**config.mk**
```make
export PLATFORM = sky130hd
export DESIGN_NAME = lsu_bus_intf
export DESIGN_NICKNAME = d
export VERILOG_FILES = /design/src/design/lsu_lane_pkg.sv /design/src/design/lsu_pkt_pkg.sv /design/src/design/lsu_bus_intf.sv /design/src/design/lsu_lane_split.sv /design/src/design/lsu_r_stage.sv /design/src/design/lsu_store_fwd.sv
export VERILOG_INCLUDE_DIRS = /design/src /design/src/design
export SDC_FILE = /design/constraint.sdc
export NUM_CORES = 1
export LEC_CHECK = 0
export BUFFER_PORTS_ARGS = -buffer_cell sky130_fd_sc_hd__buf_2
export CORE_UTILIZATION = 40
export DETAILED_ROUTE_END_ITERATION = 7
export MAX_ROUTING_LAYER = met4
export PLACE_DENSITY = 0.62
export SYNTH_ARGS = -nofsm -noshare
export SYNTH_HDL_FRONTEND = slang
export SYNTH_HIERARCHICAL = 1
export SYNTH_SLANG_ARGS = --single-unit
export TNS_END_PERCENT = 5
```
**constraint.sdc**
```tcl
create_clock -name clk -period 5.3 [get_ports clk]
set_clock_uncertainty 0.05 [all_clocks]
set_input_delay 0.53 -clock clk [delete_from_list [all_inputs] [get_ports clk]]
set_output_delay 0.53 -clock clk [all_outputs]
set_load 0.1 [all_outputs]
```
**src/design/lsu_consts.svh**
```systemverilog
`ifndef LSU_CONSTS_SVH
`define LSU_CONSTS_SVH

// **************************************************
// geometry of the load/store pipe
// **************************************************

// byte address width
`define LSU_ADDR_W 32

// one word of data per lane
`define LSU_DATA_W 32

// bytes per word, so byte enables per lane
`define LSU_LANES 4

// width of one byte lane slice
`define LSU_BYTE_W 8

`endif

```
**src/design/lsu_lane_pkg.sv**
```systemverilog
`include "lsu_consts.svh"

package lsu_lane_pkg;

  // **************************************************
  // two-lane byte view of a single access
  // **************************************************

  // lo lane holds the word at addr[31:2], hi lane the next word
  // an access that stays within one word leaves the hi lane empty
  typedef struct packed {
    logic [`LSU_LANES-1:0]  byteen_lo;
    logic [`LSU_LANES-1:0]  byteen_hi;
    logic [`LSU_DATA_W-1:0] data_lo;
    logic [`LSU_DATA_W-1:0] data_hi;
  } lsu_lanes_t;

  // merge verdict for the access sitting in r
  // a set bit means the r access cannot be coalesced with the m access
  typedef struct packed {
    logic no_word_merge;
    logic no_dword_merge;
  } lsu_merge_t;

endpackage

```
**src/design/lsu_pkt_pkg.sv**
```systemverilog
`include "lsu_consts.svh"

package lsu_pkt_pkg;

  // **************************************************
  // access packet as it moves from m to r
  // **************************************************

  // access size, double-word accesses are not carried by this pipe
  typedef enum logic [1:0] {
    size_byte = 2'b00,
    size_half = 2'b01,
    size_word = 2'b10
  } lsu_size_e;

  typedef enum logic {
    op_load  = 1'b0,
    op_store = 1'b1
  } lsu_op_e;

  // 7 bits, valid on top
  typedef struct packed {
    logic      valid;      // single-cycle strobe
    lsu_op_e   op;
    lsu_size_e size;
    logic      busreq;     // access goes out to the bus
    logic      sideeffect; // io-like target, never forwarded to
    logic      spare;      // reserved, driven 0
  } lsu_pkt_t;

endpackage

```
**src/design/lsu_bus_intf.sv**
```systemverilog
`timescale 1ns/1ps
`include "lsu_consts.svh"

module lsu_bus_intf
  import lsu_pkt_pkg::*, lsu_lane_pkg::*;
(
  input  logic                   clk,
  input  logic                   rst_n,
  input  lsu_pkt_t               pkt_m,
  input  logic [`LSU_ADDR_W-1:0] addr_m,
  input  logic [`LSU_DATA_W-1:0] store_data_m,
  input  logic                   flush_m,
  output logic [`LSU_DATA_W-1:0] bus_read_data_m,
  output logic                   ld_full_hit_m,
  output logic                   busreq_r,
  output lsu_merge_t             merge_r
);

  // m side
  lsu_lanes_t             lanes_m;
  logic [`LSU_ADDR_W-1:0] end_addr_m;
  logic                   dual_m;

  // r side
  lsu_pkt_t               pkt_r;
  logic [`LSU_ADDR_W-1:0] addr_r;
  logic [`LSU_ADDR_W-1:0] end_addr_r;
  lsu_lanes_t             lanes_r;

  lsu_lane_split u_lane_split_m (
    .pkt      (pkt_m),
    .addr     (addr_m),
    .data     (store_data_m),
    .lanes    (lanes_m),
    .end_addr (end_addr_m),
    .dual     (dual_m)
  );

  lsu_r_stage u_r_stage (
    .clk        (clk),
    .rst_n      (rst_n),
    .pkt_m      (pkt_m),
    .addr_m     (addr_m),
    .end_addr_m (end_addr_m),
    .dual_m     (dual_m),
    .lanes_m    (lanes_m),
    .flush_m    (flush_m),
    .pkt_r      (pkt_r),
    .addr_r     (addr_r),
    .end_addr_r (end_addr_r),
    .lanes_r    (lanes_r),
    .busreq_r   (busreq_r),
    .merge_r    (merge_r)
  );

  lsu_store_fwd u_store_fwd (
    .pkt_m           (pkt_m),
    .addr_m          (addr_m),
    .end_addr_m      (end_addr_m),
    .lanes_m         (lanes_m),
    .pkt_r           (pkt_r),
    .addr_r          (addr_r),
    .end_addr_r      (end_addr_r),
    .lanes_r         (lanes_r),
    .bus_read_data_m (bus_read_data_m),
    .ld_full_hit_m   (ld_full_hit_m)
  );

endmodule

```
**src/design/lsu_lane_split.sv**
```systemverilog
`timescale 1ns/1ps
`include "lsu_consts.svh"

module lsu_lane_split
  import lsu_pkt_pkg::*, lsu_lane_pkg::*;
(
  input  lsu_pkt_t               pkt,
  input  logic [`LSU_ADDR_W-1:0] addr,
  input  logic [`LSU_DATA_W-1:0] data,
  output lsu_lanes_t             lanes,
  output logic [`LSU_ADDR_W-1:0] end_addr,
  output logic                   dual
);

  logic [`LSU_LANES-1:0]    byte_mask;  // unshifted enables
  logic [1:0]               last_offs;  // offset of the last byte in the access
  logic [2*`LSU_LANES-1:0]  byteen_ext;
  logic [2*`LSU_DATA_W-1:0] data_ext;

  always_comb begin
    byte_mask = '0;
    last_offs = 2'd0;
    case (pkt.size)
      size_byte: begin
        byte_mask = 4'b0001;
        last_offs = 2'd0;
      end
      size_half: begin
        byte_mask = 4'b0011;
        last_offs = 2'd1;
      end
      size_word: begin
        byte_mask = 4'b1111;
        last_offs = 2'd3;
      end
      default: ;
    endcase
  end

  // spread over eight bytes so a misaligned access lands partly in the hi lane
  assign byteen_ext = {{`LSU_LANES{1'b0}}, byte_mask} << addr[1:0];
  assign data_ext   = {{`LSU_DATA_W{1'b0}}, data} << (addr[1:0] * `LSU_BYTE_W);

  assign end_addr = addr + {{(`LSU_ADDR_W-2){1'b0}}, last_offs};
  assign dual     = addr[2] ^ end_addr[2]; // access spans two words

  always_comb begin
    lanes.byteen_lo = byteen_ext[`LSU_LANES-1:0];
    lanes.byteen_hi = byteen_ext[2*`LSU_LANES-1:`LSU_LANES];
    lanes.data_lo   = data_ext[`LSU_DATA_W-1:0];
    lanes.data_hi   = data_ext[2*`LSU_DATA_W-1:`LSU_DATA_W];
  end

endmodule

```
**src/design/lsu_r_stage.sv**
```systemverilog
`timescale 1ns/1ps
`include "lsu_consts.svh"

module lsu_r_stage
  import lsu_pkt_pkg::*, lsu_lane_pkg::*;
(
  input  logic                   clk,
  input  logic                   rst_n,
  input  lsu_pkt_t               pkt_m,
  input  logic [`LSU_ADDR_W-1:0] addr_m,
  input  logic [`LSU_ADDR_W-1:0] end_addr_m,
  input  logic                   dual_m,
  input  lsu_lanes_t             lanes_m,
  input  logic                   flush_m,
  output lsu_pkt_t               pkt_r,
  output logic [`LSU_ADDR_W-1:0] addr_r,
  output logic [`LSU_ADDR_W-1:0] end_addr_r,
  output lsu_lanes_t             lanes_r,
  output logic                   busreq_r,
  output lsu_merge_t             merge_r
);

  logic dual_r;
  logic busreq_m;
  logic match_dword; // same double-word in r and m
  logic match_word;

  // **************************************************
  // r-stage registers
  // **************************************************

  always_ff @(posedge clk) begin
    if (!rst_n) begin
      pkt_r <= '0;
    end else begin
      pkt_r       <= pkt_m;
      pkt_r.valid <= pkt_m.valid & ~flush_m; // flushed access never reaches r
    end
  end

  // payload moves with the pipe on every clock
  always_ff @(posedge clk) begin
    addr_r     <= addr_m;
    end_addr_r <= end_addr_m;
    dual_r     <= dual_m;
    lanes_r    <= lanes_m;
  end

  assign busreq_r = pkt_r.valid & pkt_r.busreq;
  assign busreq_m = pkt_m.valid & pkt_m.busreq;

  // **************************************************
  // coalescing check of r against the younger m access
  // **************************************************

  assign match_dword = (addr_r[`LSU_ADDR_W-1:3] == addr_m[`LSU_ADDR_W-1:3]);
  assign match_word  = match_dword & (addr_r[2] == addr_m[2]);

  // a load behind the r access always closes the merge window
  always_comb begin
    merge_r.no_word_merge  = busreq_r & ~dual_r & busreq_m &
                             ((pkt_m.op == op_load) | ~match_word);
    merge_r.no_dword_merge = busreq_r & ~dual_r & busreq_m &
                             ((pkt_m.op == op_load) | ~match_dword);
  end

  // a live r access must carry a crossing flag that matches its own addresses
  a_dual_r: assert property (@(posedge clk) disable iff (!rst_n)
    pkt_r.valid |-> (dual_r == (addr_r[`LSU_ADDR_W-1:2] != end_addr_r[`LSU_ADDR_W-1:2])))
    else $error("r-stage crossing flag disagrees with its addresses");

endmodule

```
**src/design/lsu_store_fwd.sv**
```systemverilog
`timescale 1ns/1ps
`include "lsu_consts.svh"

module lsu_store_fwd
  import lsu_pkt_pkg::*, lsu_lane_pkg::*;
(
  input  lsu_pkt_t               pkt_m,
  input  logic [`LSU_ADDR_W-1:0] addr_m,
  input  logic [`LSU_ADDR_W-1:0] end_addr_m,
  input  lsu_lanes_t             lanes_m,
  input  lsu_pkt_t               pkt_r,
  input  logic [`LSU_ADDR_W-1:0] addr_r,
  input  logic [`LSU_ADDR_W-1:0] end_addr_r,
  input  lsu_lanes_t             lanes_r,
  output logic [`LSU_DATA_W-1:0] bus_read_data_m,
  output logic                   ld_full_hit_m
);

  logic                     fwd_en;      // r holds a store that m may see
  // word hits, named <r lane>_<m lane>
  logic                     addr_hit_lo_lo;
  logic                     addr_hit_lo_hi;
  logic                     addr_hit_hi_lo;
  logic                     addr_hit_hi_hi;
  logic [`LSU_LANES-1:0]    byte_hit_lo_lo;
  logic [`LSU_LANES-1:0]    byte_hit_lo_hi;
  logic [`LSU_LANES-1:0]    byte_hit_hi_lo;
  logic [`LSU_LANES-1:0]    byte_hit_hi_hi;
  logic [`LSU_LANES-1:0]    byte_hit_lo; // per m lane, any r lane
  logic [`LSU_LANES-1:0]    byte_hit_hi;
  logic [`LSU_DATA_W-1:0]   fwd_data_lo;
  logic [`LSU_DATA_W-1:0]   fwd_data_hi;
  logic [2*`LSU_DATA_W-1:0] fwd_data_ext;
  logic                     full_hit_lo;
  logic                     full_hit_hi;

  // **************************************************
  // word address compare, start and end of both accesses
  // **************************************************

  assign fwd_en = pkt_r.valid & (pkt_r.op == op_store) &
                  pkt_m.valid & pkt_m.busreq & ~pkt_m.sideeffect;

  assign addr_hit_lo_lo = fwd_en &
                          (addr_m[`LSU_ADDR_W-1:2] == addr_r[`LSU_ADDR_W-1:2]);
  assign addr_hit_lo_hi = fwd_en &
                          (end_addr_m[`LSU_ADDR_W-1:2] == addr_r[`LSU_ADDR_W-1:2]);
  assign addr_hit_hi_lo = fwd_en &
                          (addr_m[`LSU_ADDR_W-1:2] == end_addr_r[`LSU_ADDR_W-1:2]);
  assign addr_hit_hi_hi = fwd_en &
                          (end_addr_m[`LSU_ADDR_W-1:2] == end_addr_r[`LSU_ADDR_W-1:2]);

  // **************************************************
  // per-byte hit and data select
  // **************************************************

  for (genvar i = 0; i < `LSU_LANES; i++) begin : g_byte
    assign byte_hit_lo_lo[i] = addr_hit_lo_lo & lanes_r.byteen_lo[i] & lanes_m.byteen_lo[i];
    assign byte_hit_lo_hi[i] = addr_hit_lo_hi & lanes_r.byteen_lo[i] & lanes_m.byteen_hi[i];
    assign byte_hit_hi_lo[i] = addr_hit_hi_lo & lanes_r.byteen_hi[i] & lanes_m.byteen_lo[i];
    assign byte_hit_hi_hi[i] = addr_hit_hi_hi & lanes_r.byteen_hi[i] & lanes_m.byteen_hi[i];

    assign byte_hit_lo[i] = byte_hit_lo_lo[i] | byte_hit_hi_lo[i];
    assign byte_hit_hi[i] = byte_hit_lo_hi[i] | byte_hit_hi_hi[i];

    // uncovered bytes read as zero
    assign fwd_data_lo[i*`LSU_BYTE_W +: `LSU_BYTE_W] =
      ({`LSU_BYTE_W{byte_hit_lo_lo[i]}} & lanes_r.data_lo[i*`LSU_BYTE_W +: `LSU_BYTE_W]) |
      ({`LSU_BYTE_W{byte_hit_hi_lo[i]}} & lanes_r.data_hi[i*`LSU_BYTE_W +: `LSU_BYTE_W]);
    assign fwd_data_hi[i*`LSU_BYTE_W +: `LSU_BYTE_W] =
      ({`LSU_BYTE_W{byte_hit_lo_hi[i]}} & lanes_r.data_lo[i*`LSU_BYTE_W +: `LSU_BYTE_W]) |
      ({`LSU_BYTE_W{byte_hit_hi_hi[i]}} & lanes_r.data_hi[i*`LSU_BYTE_W +: `LSU_BYTE_W]);
  end

  // **************************************************
  // full hit and result alignment
  // **************************************************

  always_comb begin
    full_hit_lo = 1'b1;
    full_hit_hi = 1'b1;
    for (int i = 0; i < `LSU_LANES; i++) begin
      full_hit_lo &= byte_hit_lo[i] | ~lanes_m.byteen_lo[i];
      full_hit_hi &= byte_hit_hi[i] | ~lanes_m.byteen_hi[i];
    end
  end

  assign ld_full_hit_m = full_hit_lo & full_hit_hi & pkt_m.valid & pkt_m.busreq &
                         (pkt_m.op == op_load) & ~pkt_m.sideeffect;

  // back to a right-justified load result
  assign fwd_data_ext    = {fwd_data_hi, fwd_data_lo} >> (addr_m[1:0] * `LSU_BYTE_W);
  assign bus_read_data_m = fwd_data_ext[`LSU_DATA_W-1:0];

  // a full hit is only ever a load fed by a live store in r
  always_comb begin
    a_full_hit_src: assert final (!ld_full_hit_m ||
      ((pkt_m.op == op_load) && pkt_r.valid && (pkt_r.op == op_store)))
      else $error("full hit without a load in m and a store in r");
  end

endmodule

```
==> impl_metrics.tcl <==
set metrics [dict create \
    status "complete, no violations" \
    final.min_clock_period_ns 5.27 \
    detail_route.drc_violations 0 \
    rd_place_congestion 0.974 \
    cts_tree "yes" \
    dp.final_hpwl_microns 19700 \
    fmax_mhz 190 \
    num-nets-final 1080 \
    max_slew.worst_pin.slew_ns 1.06 \
    max-clock-path-buffers 2 \
    ir_drop_mv 0.219 \
    synth.cell_area_sq_um 8070 \
    global_route.usage.total 0.257 \
    io_buffers 108 \
    synthesized_instance_count 870 \
    dpl_cell_area_sq_um 9390 \
    report.final.setup_viol 0 \
    worstSetupStartpointType "input pin" \
    clock_tree.root_cell "sky130_fd_sc_hd__clkbuf_16" \
    totalWireLength_microns 26200 \
    finalHoldViolations 0 \
    critical_path_class "input pin to output port" \
    drt_pass1_iterations 5 \
    worstPathMaxFanout 9 \
    cts.clk_slew.worst_paths_ns 0.07 \
    end_kind "output port" \
    via_count_of_the_first_global_routing_pass 6594 \
    die_w_microns 144 \
    h-tree-depth 4 \
    grt_max_degree 84 \
    layout-area-overhead-vs-synth_pct 29.3 \
    dpl.cell_count 1231 \
    power.density_cell_area_nw_per_um2 282 \
    vias 7423 \
    power.static_leakage_nw 4.45 \
    yosys_warnings 6 \
    grt_antenna_before_repair 0 \
    fin_worst_hold_slack_ns 0.255 \
    cts_num_sinks 136 \
    worst-endpoint-arrival_ns 4.69 \
    grt_setup_unrepaired "true" \
    slew_violations 0 \
    total_chip_power_mw 2.95 \
    floorplan.die_area_sq_um 20700 \
    grt-ovfl-total 0 \
    finish.cell_count_without_fillers 1277 \
    count_of_hold_buffers_inserted_by_post_cts_repair 0 \
    post_route_cells_drive_above_1_share 0.252 \
    setup-tns-final_ns 0 \
    synthesis.area_per_instance_sq_um 9.27 \
    wire_length_of_the_first_global_routing_pass_microns 38300 \
    antenna_cells_inserted 0 \
    floorplan.rows 51 \
    class_of_the_worst_hold_path "input pin to flop" \
    required_ns 4.72 \
    initial_core_util 0.412 \
    ios 110 \
    max-slew-margin-rel 0.284 \
    detail_route.iter0.violations 824 \
    detail_route.wl_per_cell_microns 20.6 \
    clock_buffers_created_by_tritoncts 17 \
    max_cap_violations 0 \
    avgViaCountPerCell 5.81 \
    finalInstanceArea_sq_um 10400 \
    core_area_sq_um 19600 \
    fp.dieH_microns 144 \
    count_of_nets_left_with_antenna_violations_after_detail_routing 0 \
    min_period_over_period 0.994 \
]
==> where the power goes <==
group          switching, mW  internal, mW
clock                  0.487         0.758
combinational          0.342         0.205
sequential            0.0643          1.09
==> cell type report <==
cell class                 instances  area (sq um)
timing repair buffer             154          1350
clock inverter                    12           165
sequential                       136          2720
clock buffer                      19           443
multi-input combinational        667          5320
inverter                          24          92.6
tap                              265           332
fill                            1754          9160
==> cells in the final DEF (no fill, tap or decap), types with 6 or more instances in the layout <==
cell type and count:
sky130_fd_sc_hd__nor2b_1 6, sky130_fd_sc_hd__a32o_1 10, sky130_fd_sc_hd__a221o_1 7, sky130_fd_sc_hd__nand2_1 39, sky130_fd_sc_hd__nor4_1 23, sky130_fd_sc_hd__xor2_1 116, sky130_fd_sc_hd__nor4_4 7, sky130_fd_sc_hd__buf_2 83
sky130_fd_sc_hd__nand4_1 23, sky130_fd_sc_hd__xnor2_2 8, sky130_fd_sc_hd__a222oi_1 13, sky130_fd_sc_hd__a32oi_1 21, sky130_fd_sc_hd__a22o_1 24, sky130_fd_sc_hd__buf_4 37, sky130_fd_sc_hd__nand3_1 13, sky130_fd_sc_hd__and2_1 19
sky130_fd_sc_hd__nor4_2 10, sky130_fd_sc_hd__nor2_1 48, sky130_fd_sc_hd__nand3b_1 7, sky130_fd_sc_hd__o21ai_0 14, sky130_fd_sc_hd__and3_1 26, sky130_fd_sc_hd__mux2i_1 28, sky130_fd_sc_hd__mux2_2 8, sky130_fd_sc_hd__nor3_1 6
sky130_fd_sc_hd__dfxtp_1 136, sky130_fd_sc_hd__a21oi_1 33, sky130_fd_sc_hd__clkbuf_16 20, sky130_fd_sc_hd__buf_12 27, sky130_fd_sc_hd__conb_1 9, sky130_fd_sc_hd__xnor2_1 55, sky130_fd_sc_hd__inv_1 21, sky130_fd_sc_hd__o211a_1 7
==> metal layers <==
metal,vias to the layer above,wire [microns],GRT usage
met4,0,439,0.0627
li1,3469,-,-
met3,40,2630,0.0725
met5,-,0,-
met1,3554,12000,0.366
met2,360,11200,0.350
==> registers in the layout, indices dropped and copies added, names as in the netlist <==
signal / flops
u_r_stage/addr_r: 30
u_r_stage/pkt_r: 3
u_r_stage/dual_r: 1
u_r_stage/end_addr_r: 30
u_r_stage/lanes_r: 72
==> worst paths after layout <==
kind,from,to,slack [ns],cells after the start
setup / recovery,pkt_m[3],bus_read_data_m[28],0.03,22
hold / removal,addr_m[31],u_r_stage/addr_r[31],0.26,1
==> metrics by stage <==
stage | utilization | setup slack [ns]
after floorplan | - | -0.0408
after global placement | 0.479 | 0.0381
after detailed placement | 0.479 | -0.00975
after CTS | 0.511 | 0.00820
after global routing | 0.532 | -0.0502
final | 0.532 | 0.0316
==> repair_timing <==
| action | in CTS | in global routing |
|---|---|---|
| resized for setup | 2 | 53 |
| cloned | 0 | 3 |
| endpoints found under the setup margin | 4 | 25 |
| setup buffers | 0 | 12 |
| pin swaps | 0 | 20 |
==> worst max-delay path, stage by stage <==
cell	delay [ns]
sky130_fd_sc_hd__buf_2	0.11
sky130_fd_sc_hd__inv_2	0.06
sky130_fd_sc_hd__ha_4	0.20
sky130_fd_sc_hd__inv_4	0.06
sky130_fd_sc_hd__ha_4	0.12
sky130_fd_sc_hd__inv_2	0.04
sky130_fd_sc_hd__fa_2	0.40
sky130_fd_sc_hd__nor4_4	0.30
sky130_fd_sc_hd__clkbuf_16	0.19
sky130_fd_sc_hd__buf_6	0.12
sky130_fd_sc_hd__nand3_1	0.12
sky130_fd_sc_hd__xnor2_2	0.21
sky130_fd_sc_hd__buf_4	0.15
sky130_fd_sc_hd__xor2_1	0.13
sky130_fd_sc_hd__nor4_1	0.36
sky130_fd_sc_hd__nand2_2	0.26
sky130_fd_sc_hd__nor4_4	0.32
sky130_fd_sc_hd__buf_4	0.21
sky130_fd_sc_hd__a32o_1	0.22
sky130_fd_sc_hd__a2bb2oi_1	0.16
sky130_fd_sc_hd__and3_2	0.23
sky130_fd_sc_hd__buf_12	0.18
(Power assumes the default switching activity.)
